[src/logic/dbg_dump_defs.svh]
`ifndef DBG_DUMP_DEFS_SVH
`define DBG_DUMP_DEFS_SVH

// Transmit word and character widths
`define DD_WORD_W 32
`define DD_CHAR_W 8

// Mode select and command code width
`define DD_SEL_W 8

// Printed register set
`define DD_NUM_FIELDS 9
`define DD_LABEL_MAX 3

// ASCII codes for the separators
`define DD_ASCII_EQ 8'h3D
`define DD_ASCII_CR 8'h0D
`define DD_ASCII_LF 8'h0A

`endif
[src/logic/dbg_dump_pkg.sv]
`include "dbg_dump_defs.svh"

package dbg_dump_pkg;

    // Print order of the datapath registers
    typedef enum logic [3:0] {
        F_NPC,
        F_PC,
        F_IR,
        F_CTL,
        F_A,
        F_B,
        F_IMM,
        F_Y,
        F_MDR
    } field_e;

    typedef enum logic [2:0] {
        IDLE,
        LABEL,
        EQUALS,
        DATA,
        CR,
        LF
    } phase_e;

    // Type flag seen by the transmitter
    typedef enum logic {
        CHAR = 1'b0,
        WORD = 1'b1
    } tx_kind_e;

    // Same word read as raw data or as a single character
    typedef union packed {
        logic [`DD_WORD_W-1:0] data;
        struct packed {
            logic [`DD_WORD_W-`DD_CHAR_W-1:0] pad;
            logic [`DD_CHAR_W-1:0]            ch;
        } chr;
    } tx_word_u;

    typedef logic [1:0] char_idx_t;

endpackage

[src/logic/dump_item_if.sv]
`timescale 1ns/1ns

interface dump_item_if;
    import dbg_dump_pkg::*;

    field_e    field;      // Register being printed
    phase_e    phase;
    char_idx_t char_idx;   // Position inside the label
    logic      label_last;

    modport seq (
        output field,
        output phase,
        output char_idx,
        input  label_last
    );

    modport fmt (
        input  field,
        input  phase,
        input  char_idx,
        output label_last
    );

endinterface

[src/logic/dbg_dump.sv]
`timescale 1ns/1ns
`include "dbg_dump_defs.svh"

module dbg_dump (
    input  logic                   clk,
    input  logic                   rstn,
    input  logic [`DD_SEL_W-1:0]   sel_mode,
    input  logic [`DD_SEL_W-1:0]   cmd,
    input  logic [`DD_WORD_W-1:0]  npc,
    input  logic [`DD_WORD_W-1:0]  pc,
    input  logic [`DD_WORD_W-1:0]  ir,
    input  logic [`DD_WORD_W-1:0]  ctl,
    input  logic [`DD_WORD_W-1:0]  a,
    input  logic [`DD_WORD_W-1:0]  b,
    input  logic [`DD_WORD_W-1:0]  imm,
    input  logic [`DD_WORD_W-1:0]  y,
    input  logic [`DD_WORD_W-1:0]  mdr,
    input  logic                   ack,
    output logic                   req,
    output dbg_dump_pkg::tx_kind_e kind,
    output logic [`DD_WORD_W-1:0]  dout,
    output logic                   finish
);
    import dbg_dump_pkg::*;

    tx_word_u tx_word;

    dump_item_if item_if ();

    dump_sequencer seq_i (
        .clk      (clk),
        .rstn     (rstn),
        .sel_mode (sel_mode),
        .cmd      (cmd),
        .ack      (ack),
        .item     (item_if.seq),
        .req      (req),
        .finish   (finish)
    );

    dump_formatter fmt_i (
        .item (item_if.fmt),
        .npc  (npc),
        .pc   (pc),
        .ir   (ir),
        .ctl  (ctl),
        .a    (a),
        .b    (b),
        .imm  (imm),
        .y    (y),
        .mdr  (mdr),
        .kind (kind),
        .word (tx_word)
    );

    assign dout = tx_word.data;   // Transmitter decodes by kind

endmodule

[src/logic/dump_formatter.sv]
`timescale 1ns/1ns
`include "dbg_dump_defs.svh"

module dump_formatter (
    dump_item_if.fmt              item,
    input  logic [`DD_WORD_W-1:0] npc,
    input  logic [`DD_WORD_W-1:0] pc,
    input  logic [`DD_WORD_W-1:0] ir,
    input  logic [`DD_WORD_W-1:0] ctl,
    input  logic [`DD_WORD_W-1:0] a,
    input  logic [`DD_WORD_W-1:0] b,
    input  logic [`DD_WORD_W-1:0] imm,
    input  logic [`DD_WORD_W-1:0] y,
    input  logic [`DD_WORD_W-1:0] mdr,
    output dbg_dump_pkg::tx_kind_e kind,
    output dbg_dump_pkg::tx_word_u word
);
    import dbg_dump_pkg::*;

    logic [`DD_LABEL_MAX*`DD_CHAR_W-1:0] label_text;
    logic [`DD_CHAR_W-1:0]               label_char;
    char_idx_t                           last_idx;
    logic [`DD_WORD_W-1:0]               field_val;

    // Labels left aligned, unused characters zero
    always_comb begin
        case (item.field)
            F_NPC:   label_text = "NPC";
            F_PC:    label_text = {"PC", 8'h00};
            F_IR:    label_text = {"IR", 8'h00};
            F_CTL:   label_text = "CTL";
            F_A:     label_text = {"A", 16'h0000};
            F_B:     label_text = {"B", 16'h0000};
            F_IMM:   label_text = "IMM";
            F_Y:     label_text = {"Y", 16'h0000};
            default: label_text = "MDR";
        endcase
    end

    always_comb begin
        case (item.field)
            F_A, F_B, F_Y: last_idx = 2'd0;
            F_PC, F_IR:    last_idx = 2'd1;
            default:       last_idx = 2'd2;   // Three-letter labels
        endcase
    end

    assign label_char      = label_text[(`DD_LABEL_MAX - 1 - item.char_idx) * `DD_CHAR_W +:
                                        `DD_CHAR_W];
    assign item.label_last = (item.char_idx == last_idx);

    always_comb begin
        case (item.field)
            F_NPC:   field_val = npc;
            F_PC:    field_val = pc;
            F_IR:    field_val = ir;
            F_CTL:   field_val = ctl;
            F_A:     field_val = a;
            F_B:     field_val = b;
            F_IMM:   field_val = imm;
            F_Y:     field_val = y;
            default: field_val = mdr;
        endcase
    end

    always_comb begin
        word = '0;
        kind = CHAR;
        case (item.phase)
            LABEL:  word.chr.ch = label_char;
            EQUALS: word.chr.ch = `DD_ASCII_EQ;
            DATA: begin
                kind      = WORD;   // Raw register value
                word.data = field_val;
            end
            CR:      word.chr.ch = `DD_ASCII_CR;
            LF:      word.chr.ch = `DD_ASCII_LF;
            default: word = '0;
        endcase
    end

endmodule

[src/logic/dump_sequencer.sv]
`timescale 1ns/1ns
`include "dbg_dump_defs.svh"

module dump_sequencer (
    input  logic                 clk,
    input  logic                 rstn,
    input  logic [`DD_SEL_W-1:0] sel_mode,
    input  logic [`DD_SEL_W-1:0] cmd,
    input  logic                 ack,
    dump_item_if.seq             item,
    output logic                 req,
    output logic                 finish
);
    import dbg_dump_pkg::*;

    logic      match;
    logic      accept;
    logic      last_field;
    phase_e    phase_q;
    phase_e    phase_d;
    field_e    field_q;
    field_e    field_d;
    char_idx_t idx_q;
    char_idx_t idx_d;

    assign match      = (sel_mode == cmd);
    assign accept     = req && ack;   // Ack without req is ignored
    assign last_field = (field_q == field_e'(`DD_NUM_FIELDS - 1));

    // Next item after an acceptance
    always_comb begin
        phase_d = phase_q;
        field_d = field_q;
        idx_d   = idx_q;
        if (phase_q == IDLE) begin
            phase_d = LABEL;   // Start of a new dump
            field_d = F_NPC;
            idx_d   = '0;
        end else if (accept) begin
            case (phase_q)
                LABEL: begin
                    if (item.label_last) begin
                        phase_d = EQUALS;
                        idx_d   = '0;
                    end else begin
                        idx_d = idx_q + 1'b1;
                    end
                end
                EQUALS: begin
                    phase_d = DATA;
                end
                DATA: begin
                    if (last_field) begin
                        phase_d = CR;
                    end else begin
                        phase_d = LABEL;
                        field_d = field_e'(field_q + 1'b1);
                    end
                end
                CR: begin
                    phase_d = LF;
                end
                LF: begin
                    phase_d = IDLE;   // Line done
                    field_d = F_NPC;
                end
                default: begin
                    phase_d = IDLE;
                end
            endcase
        end
    end

    always_ff @(posedge clk or negedge rstn) begin
        if (!rstn) begin
            phase_q <= IDLE;
            field_q <= F_NPC;
            idx_q   <= '0;
            req     <= 1'b0;
            finish  <= 1'b0;
        end else if (!match) begin
            // Abort, next match starts from the first character
            phase_q <= IDLE;
            field_q <= F_NPC;
            idx_q   <= '0;
            req     <= 1'b0;
            finish  <= 1'b0;
        end else begin
            phase_q <= phase_d;
            field_q <= field_d;
            idx_q   <= idx_d;
            req     <= (phase_q != IDLE) && !accept;   // One-cycle gap after ack
            finish  <= accept && (phase_q == LF);
        end
    end

    assign item.field    = field_q;
    assign item.phase    = phase_q;
    assign item.char_idx = idx_q;

endmodule

[config.mk]
export PLATFORM = sky130hd
export DESIGN_NAME = dbg_dump
export DESIGN_NICKNAME = d
export VERILOG_FILES = /design/src/logic/dbg_dump_pkg.sv /design/src/logic/dump_item_if.sv /design/src/logic/dbg_dump.sv /design/src/logic/dump_formatter.sv /design/src/logic/dump_sequencer.sv
export VERILOG_INCLUDE_DIRS = /design/src /design/src/logic
export SDC_FILE = /design/constraint.sdc
export NUM_CORES = 1
export LEC_CHECK = 0
export BUFFER_PORTS_ARGS = -buffer_cell sky130_fd_sc_hd__buf_2
export CAP_MARGIN = 15
export CORE_AREA = 2 2 131 133
export CTS_CLUSTER_SIZE = 24
export DETAILED_ROUTE_END_ITERATION = 10
export DIE_AREA = 0 0 133 135
export SLEW_MARGIN = 20
export SYNTH_ARGS = -nofsm -noshare
export SYNTH_HDL_FRONTEND = slang
export SYNTH_SLANG_ARGS = --single-unit
[constraint.sdc]
create_clock -name clk -period 2.5 [get_ports clk]
set_input_delay 0.5 -clock clk [delete_from_list [all_inputs] [get_ports clk]]
set_output_delay 0.5 -clock clk [all_outputs]
set_load 0.05 [all_outputs]
==> metrics.md, run 1 <==
| Metric | Value |
|---|---|
| Status | finished with violations |
| Failing checks | negative setup slack |
| Final worst slack | -0.267 ns |
| CP startpoint kind | flop |
| Starting Density | 19.8% |
| Slowest CP cell | dfrtp_2 |
| Main synth FF type | dfrtp_1 |
| Adder-Cell Fraction of Synth Area | 3.09% |
| Async SR Flop Fraction | 100% |
| Crit path DAT | 2.27 ns |
| Post-DRT Antenna Nets | 0 |
| Chip width | 133 um |
| Avg WL per Cell | 20.5 um |
| Mean Syn Cell Area | 7.02 um^2 |
| Area Growth Syn to Fin | 119% |
| Cell Pwr Density | 119 nW/um^2 |
| DIE HEIGHT | 135 um |
| Top post-synthesis cells by area | a222oi_1 (11%), a22oi_1 (10%), dfrtp_1 (8.5%) |
| DRT iter0 DRCs | 502 |
| Placer congestion estimate | 0.919 |
| Worst slew pin tran | 1.06 ns |
| Synth Area in Compound Gates | 47.8% |
| Largest net degree at the start of global routing | 22 |
| YS warnings | 0 |
| Clock Tree Buf Depth | 2 |
| Worst R2R Path Depth | 10 |
| Commonest non-fill, non-tap cell in the layout | buf_2 |
| CTS tree | yes |
| FF+latch count, synth | 11 |
| Clock Pin Slew Worst Setup and Hold Paths | 0.04 ns |
| DR vias | 5818 |
| Post-synthesis mux area share | 6.87% |
| Max-Cap Viols | 0 |
| Min cycle time layout | 2.77 ns |
| DIE AREA | 18000 um^2 |
| RSZ-0062 raised after global routing | yes |
| Fin nets | 1195 |
| Area of the multi-input gates | 3270 um^2 |
| Syn_nets | 777 |
| Fmax | 361 MHz |
| Register Area | 284 um^2 |
| Vias in the first global route | 5601 |
| Main combinational cell family by area after synthesis | compound AO/OA/AOI/OAI gates |
| Area of the core | 16400 um^2 |
| Most used cell, CP | buf_6 |
| Final cell count without fillers | 1101 |
| # port buffers | 341 |
| Worst R2R Setup Slack | 0.18 ns |
| Fill cell count | 1664 |
| Worst Setup End Kind | output pin |
| Sink Count | 11 |
| # IOs | 342 |
| Critical R2R Launch | seq_i.item.field[0]$_DFFE_PN0P_ |
| Vias/cell | 5.28 |
| Setup violators final | 31 |
| Most frequent cells in the layout | buf_2 (309), buf_4 (86), nand2_1 (49) |
| First-pass GRT wire length | 31400 um |
| Final hold violation count | 0 |
| Reg2Reg Capture Point | seq_i.item.phase[1]$_DFFE_PN0P_ |
| Gr usage total | 22.4% |
| DR DRC count | 0 |
| First-pass DRT Iterations | 6 |
| Yosys top cell by area | a222oi_1 |
| Grt total ovfl | 0 |
| Biggest cell delay along the critical path | 0.46 ns |
| Cell Chain, Critical Path | buf_6 -> ha_4 -> buf_12 -> buf_8 -> buf_6 -> a222oi_1 -> nand3_1 -> o211ai_1 -> a21oi_4 -> buf_6 |
| Slew margin rel. | 28.0% |
| Synth cell types | 65 |
| Setup Skew | 0.000971 ns |
| Worst-Skew Late Latency | 0.24 ns |
| Fin. max-slew vios | 0 |
| Critical path required time | 2.00 ns |
| Post-synth top area share | 11.4% |
| Critical Path Fanout Max | 6 |
| Xor/xnor cell area share of the yosys netlist | 2.66% |
| Simple-gate share of the synthesized area | 23.3% |
| Final Cell Area | 7110 um^2 |
| Cells after Synth | 462 |
| Total leakage power | 3.31 nW |
| Sequential element share of the synthesized area | 8.49% |
| Fraction of layout instances using a drive strength above 1 | 65.4% |
| Worst vdd rail ir drop | 0.173 mV |
| Placed cell count | 1061 |
| Cell area after synthesis | 3240 um^2 |
| Rows | 47 |
| Max H-tree Level | 1 |
| Initial antenna violation count | 5 |
| WS Path Type | flop to output pin |
| Tcrit/Tclk final | 111% |
| Worst min path class | input port to asynchronous set/reset pin |
| Clock buffer count from CTS | 3 |
| Hold WS | 0.127 ns |
| Clk root buf | clkbuf_16 |
| Placed Area | 6050 um^2 |
| DPL Wire Length | 17400 um |
| DRT Wirelength | 22500 um |
| Number of synthesized flops with an enable pin | 0 |
| Fin util | 43.3% |
==> flip-flops by register name (all words and copies together) (netlist names) <==
signal,count
seq_i.item.field,4
seq_i.item.phase,3
seq_i.item.char_idx,2
seq_i.finish,1
seq_i.req,1
==> synthesized netlist by cell type (2+ instances only) <==
cell,number
o211ai_1,9
buf_2,18
nor4b_1,3
nor3_1,7
a31oi_1,4
a21boi_0,2
buf_1,10
mux2i_1,11
and2_1,4
ha_1,8
nor2b_1,14
o311ai_1,2
nor3b_1,2
o21bai_1,2
a22oi_1,43
a32o_1,2
nand3_1,28
nor4_1,2
a32oi_1,3
clkbuf_1,20
o2111ai_1,4
inv_1,6
nor2_1,16
and3b_1,2
o221ai_1,3
xor2_1,8
inv_2,2
nand3b_1,3
nand2b_1,6
dfrtp_1,11
nand2_1,49
a211oi_1,4
a222oi_1,37
o221a_2,4
mux2_2,10
a2111oi_0,2
a221oi_1,5
a21oi_1,41
o21ai_0,29
==> final cells by class <==
cell class / instances / area share (%)
repair buffers: 463 / 44.4
clock buffers: 4 / 1.11
diodes: 2 / 0.0704
well taps: 220 / 3.87
flip-flops and latches: 11 / 3.99
inverters: 8 / 0.528
multi-input cells: 393 / 46.0
==> worst max path at each step <==
stage	startpoint	to	slack, ns
floorplan	seq_i.item.field[0]$_DFFE_PN0P_	dout[5]	-0.14
global placement	seq_i.item.field[1]$_DFFE_PN0P_	dout[19]	-0.19
detailed placement	seq_i.item.field[1]$_DFFE_PN0P_	dout[19]	-0.19
CTS	seq_i.item.field[1]$_DFFE_PN0P_	dout[5]	-0.23
global route	seq_i.item.field[0]$_DFFE_PN0P_	dout[28]	-0.35
finish	seq_i.item.field[0]$_DFFE_PN0P_	dout[26]	-0.27
==> metal layers <==
layer / global-route usage [%] / part of all wire, %
met1: 29.7 / 41
met2: 39.5 / 50
met3: 3.34 / 8.3
met4: 3.17 / 1.1
met5: 0 / 0.10
==> stage by stage <==
step	setup TNS [ns]	setup slack (ns)	power, mW
finish	-5.79	-0.267	0.850
global route	-8.50	-0.348	0.891
CTS	-3.91	-0.225	0.844
detailed placement	-0.830	-0.190	0.538
global placement	-0.519	-0.191	0.540
floorplan	-0.198	-0.143	0.261
==> repair_timing <==
item                                    in CTS  in global routing
hold buffers                                 0                  0
resized for setup                          130                 42
endpoints found under the hold margin        0                  0
endpoints found under the setup margin      32                 32
pin swaps                                   46                 62
setup buffers                               11                 20
gates cloned                                 3                  2
==> worst max-delay path, delay by kind of cell, from the launching register on <==
| family | cells | cell delay (ns) |
|---|---|---|
| simple gates | 1 | 0.13 |
| buf+inv | 5 | 0.71 |
| compound gates | 3 | 0.55 |
| flops | 1 | 0.46 |
| fa+ha+maj | 1 | 0.18 |
==> report_power, final <==
part	internal (mW)	switching, mW	leakage, nW
sequential	0.179	0.000268	0.145
combinational	0.226	0.151	3.13
clock	0.214	0.0801	0.0382
==> cell families after synthesis <==
family	after synthesis
adder cells (fa/ha/maj)	8
AO/OA/AOI/OAI	209
XOR/XNOR	9
AND/OR/NAND/NOR	146
flip-flops	11
buffers and inverters	58
multiplexers	21
Note: power is estimated with default switching activity, not from simulation.
==> inputs of run 2 (changes only) <==
Settings changed: ABC_CLOCK_PERIOD_IN_PS from default to 2500, PLACE_DENSITY from default to 0.47.
==> run 2 against run 1 <==
  * The flow still finishes with violations (negative setup slack)
  * Cell count fell by 1.9%
  * Maximum frequency rose by 2.3%
  * Sequential power barely moved
  * Non-clock buffer count fell by 21
  * Global-route usage rose by 0.86 points
  * Clock skew rose by 0.0017 ns
  * Clock power rose by 2%
==> metrics.md, run 2 (synthesis results as in run 1) <==
| Metric | Value |
|---|---|
| Slew margin rel. | 30.8% (+2.7 points) |
| Total leakage power | 3.17 nW (-4.2%) |
| Critical path required time | 2.00 ns (about the same) |
| Fin util | 41.2% (-2.2 points) |
| Worst R2R Path Depth | 9 (-1) |
| Failing checks | negative setup slack |
| Hold WS | 0.142 ns (+0.0158 ns) |
| Gr usage total | 23.3% (+0.86 points) |
| Fill cell count | 1747 (+5.0%) |
| Fraction of layout instances using a drive strength above 1 | 62.5% (-2.9 points) |
| Worst slew pin tran | 1.02 ns (-0.0405 ns) |
| Grt total ovfl | 0 (unchanged) |
| Vias in the first global route | 5596 (-0.089%) |
| # IOs | 342 (unchanged) |
| Clock Pin Slew Worst Setup and Hold Paths | 0.04 ns (about the same) |
| DR vias | 5628 (-3.3%) |
| Max reg flops | 4 (unchanged) |
| Post-CTS Hold Buffers | 0 (unchanged) |
| Clock buffer count from CTS | 3 (unchanged) |
| Worst min path class | input port to asynchronous set/reset pin |
| Fin nets | 1174 (-1.8%) |
| Status | finished with violations |
| Largest net degree at the start of global routing | 34 (+55%) |
| Cell Pwr Density | 128 nW/um^2 (+6.9%) |
| Avg WL per Cell | 20.9 um (+2.1%) |
| Area of the multi-input gates | 3200 um^2 (-2.1%) |
| Commonest non-fill, non-tap cell in the layout | buf_2 |
| Worst R2R Setup Slack | 0.30 ns (+0.12 ns) |
| Setup violators final | 29 (-6.5%) |
| Clock Tree Buf Depth | 2 (unchanged) |
| First-pass DRT Iterations | 6 (unchanged) |
| Top Layer Used | met5 |
| Met3 routed WL | 1610 um (-14%) |
| WS Path Type | flop to output pin |
| Final hold violation count | 0 (unchanged) |
| Chip width | 133 um (unchanged) |
| Worst vdd rail ir drop | 0.221 mV (+28%) |
| Crit path from | seq_i.item.field[1]$_DFFE_PN0P_ |
| DPL Wire Length | 18400 um (+5.3%) |
| Vias/cell | 5.21 (-1.4%) |
| Post-DRT Antenna Nets | 0 (unchanged) |
| Area Growth Syn to Fin | 108% |
| DRT Wirelength | 22600 um (+0.12%) |
| Sink Count | 11 (unchanged) |
| Max H-tree Level | 1 (unchanged) |
| Starting Density | 19.8% (unchanged) |
| Max-Cap Viols | 0 (unchanged) |
| # port buffers | 341 (unchanged) |
| Clk root buf | clkbuf_16 |
| Area of the core | 16400 um^2 (unchanged) |
| Register Area | 282 um^2 (-0.88%) |
| Setup Skew | 0.00267 ns (+0.00170 ns) |
| CP startpoint kind | flop |
| First-pass GRT wire length | 32500 um (+3.5%) |
| Rows | 47 (unchanged) |
| DRT iter0 DRCs | 491 (-2.2%) |
| Fin. max-slew vios | 0 (unchanged) |
| Wire length on met2 | 11200 um (+0.26%) |
| Critical Path Fanout Max | 9 (+3) |
| Most frequent cells in the layout | buf_2 (310), buf_4 (71), nand2_1 (49) |
| Crit path DAT | 2.20 ns (-0.07 ns) |
| DIE AREA | 18000 um^2 (unchanged) |
| RSZ-0062 raised after global routing | yes |
| Reg2Reg Capture Point | seq_i.item.phase[1]$_DFFE_PN0P_ |
| DIE HEIGHT | 135 um (unchanged) |
| Fmax | 370 MHz (+2.3%) |
| Tcrit/Tclk final | 108% (-2.5 points) |
| Routed metal-1 wirelength | 9330 um (+1.3%) |
| Final worst slack | -0.204 ns (+0.0632 ns) |
| CTS tree | yes |
| Placer congestion estimate | 0.921 (+0.21%) |
| Worst Setup End Kind | output pin |
| Initial antenna violation count | 5 (unchanged) |
| Critical Path End | dout[5] |
| Critical R2R Launch | seq_i.item.field[0]$_DFFE_PN0P_ |
| Worst-Skew Late Latency | 0.24 ns (about the same) |
| Min cycle time layout | 2.70 ns (-0.0632 ns) |
| DR DRC count | 0 (unchanged) |
==> run 2: final cells by class <==
type	instances	area share, %
repair buffers	442	42.7
flip-flops and latches	11	4.17
diodes	2	0.0741
well taps	220	4.07
inverters	8	0.463
multi-input cells	393	47.4
clock buffers	4	1.17
==> run 2: power breakdown <==
group          switching (mW)  internal, mW  total [mW]
registers            0.000191         0.179       0.179
clock network          0.0844         0.215       0.299
logic                   0.155         0.230       0.385
==> run 2: metrics by stage <==
stage	instance area [um^2]	setup WS, ns	total power, mW	TNS [ns]	std cells
global placement	6020	-0.297	0.554	-0.817	1060
finish	6760	-0.204	0.863	-2.95	1080
detailed placement	6020	-0.277	0.550	-0.980	1060
CTS	6530	-0.190	0.869	-2.98	1071
floorplan	3510	-0.143	0.261	-0.198	462
global route	6760	-0.290	0.913	-5.82	1080
==> run 2: repair_timing <==
action | CTS | global route
gates cloned | 1 | 0
gates resized for setup | 105 | 40
setup endpoints to repair | 32 | 32
pin swaps | 31 | 50
setup buffers | 6 | 7
==> run 2: worst max-delay path: stages, from the launching register on <==
cell and delay, ns:
dfrtp_2 0.47, inv_2 0.14, ha_4 0.24, buf_6 0.17, a22oi_1 0.08, nand3_1 0.09
o211ai_1 0.20, a311oi_2 0.38, buf_6 0.20
==> run 2: how the worst min path moves through the flow <==
stage          slack, ns  startpoint  cells past startpoint                     end
2_1_floorplan       0.20        rstn                      0  seq_i.finish$_DFF_PN0_
3_3_place_gp        0.41        rstn                      1     seq_i.req$_DFF_PN0_
3_5_place_dp        0.41        rstn                      1     seq_i.req$_DFF_PN0_
4_1_cts             0.14        rstn                      1     seq_i.req$_DFF_PN0_
5_1_grt             0.15        rstn                      1     seq_i.req$_DFF_PN0_
6_report            0.14        rstn                      1     seq_i.req$_DFF_PN0_
==> run 2: metal layers <==
metal | global-route usage, % | vias up
met2 | 41.7 | 293
met1 | 29.2 | 2625
li1 | - | 2672
met5 | 0 | -
met4 | 4.54 | 6
met3 | 4.39 | 32
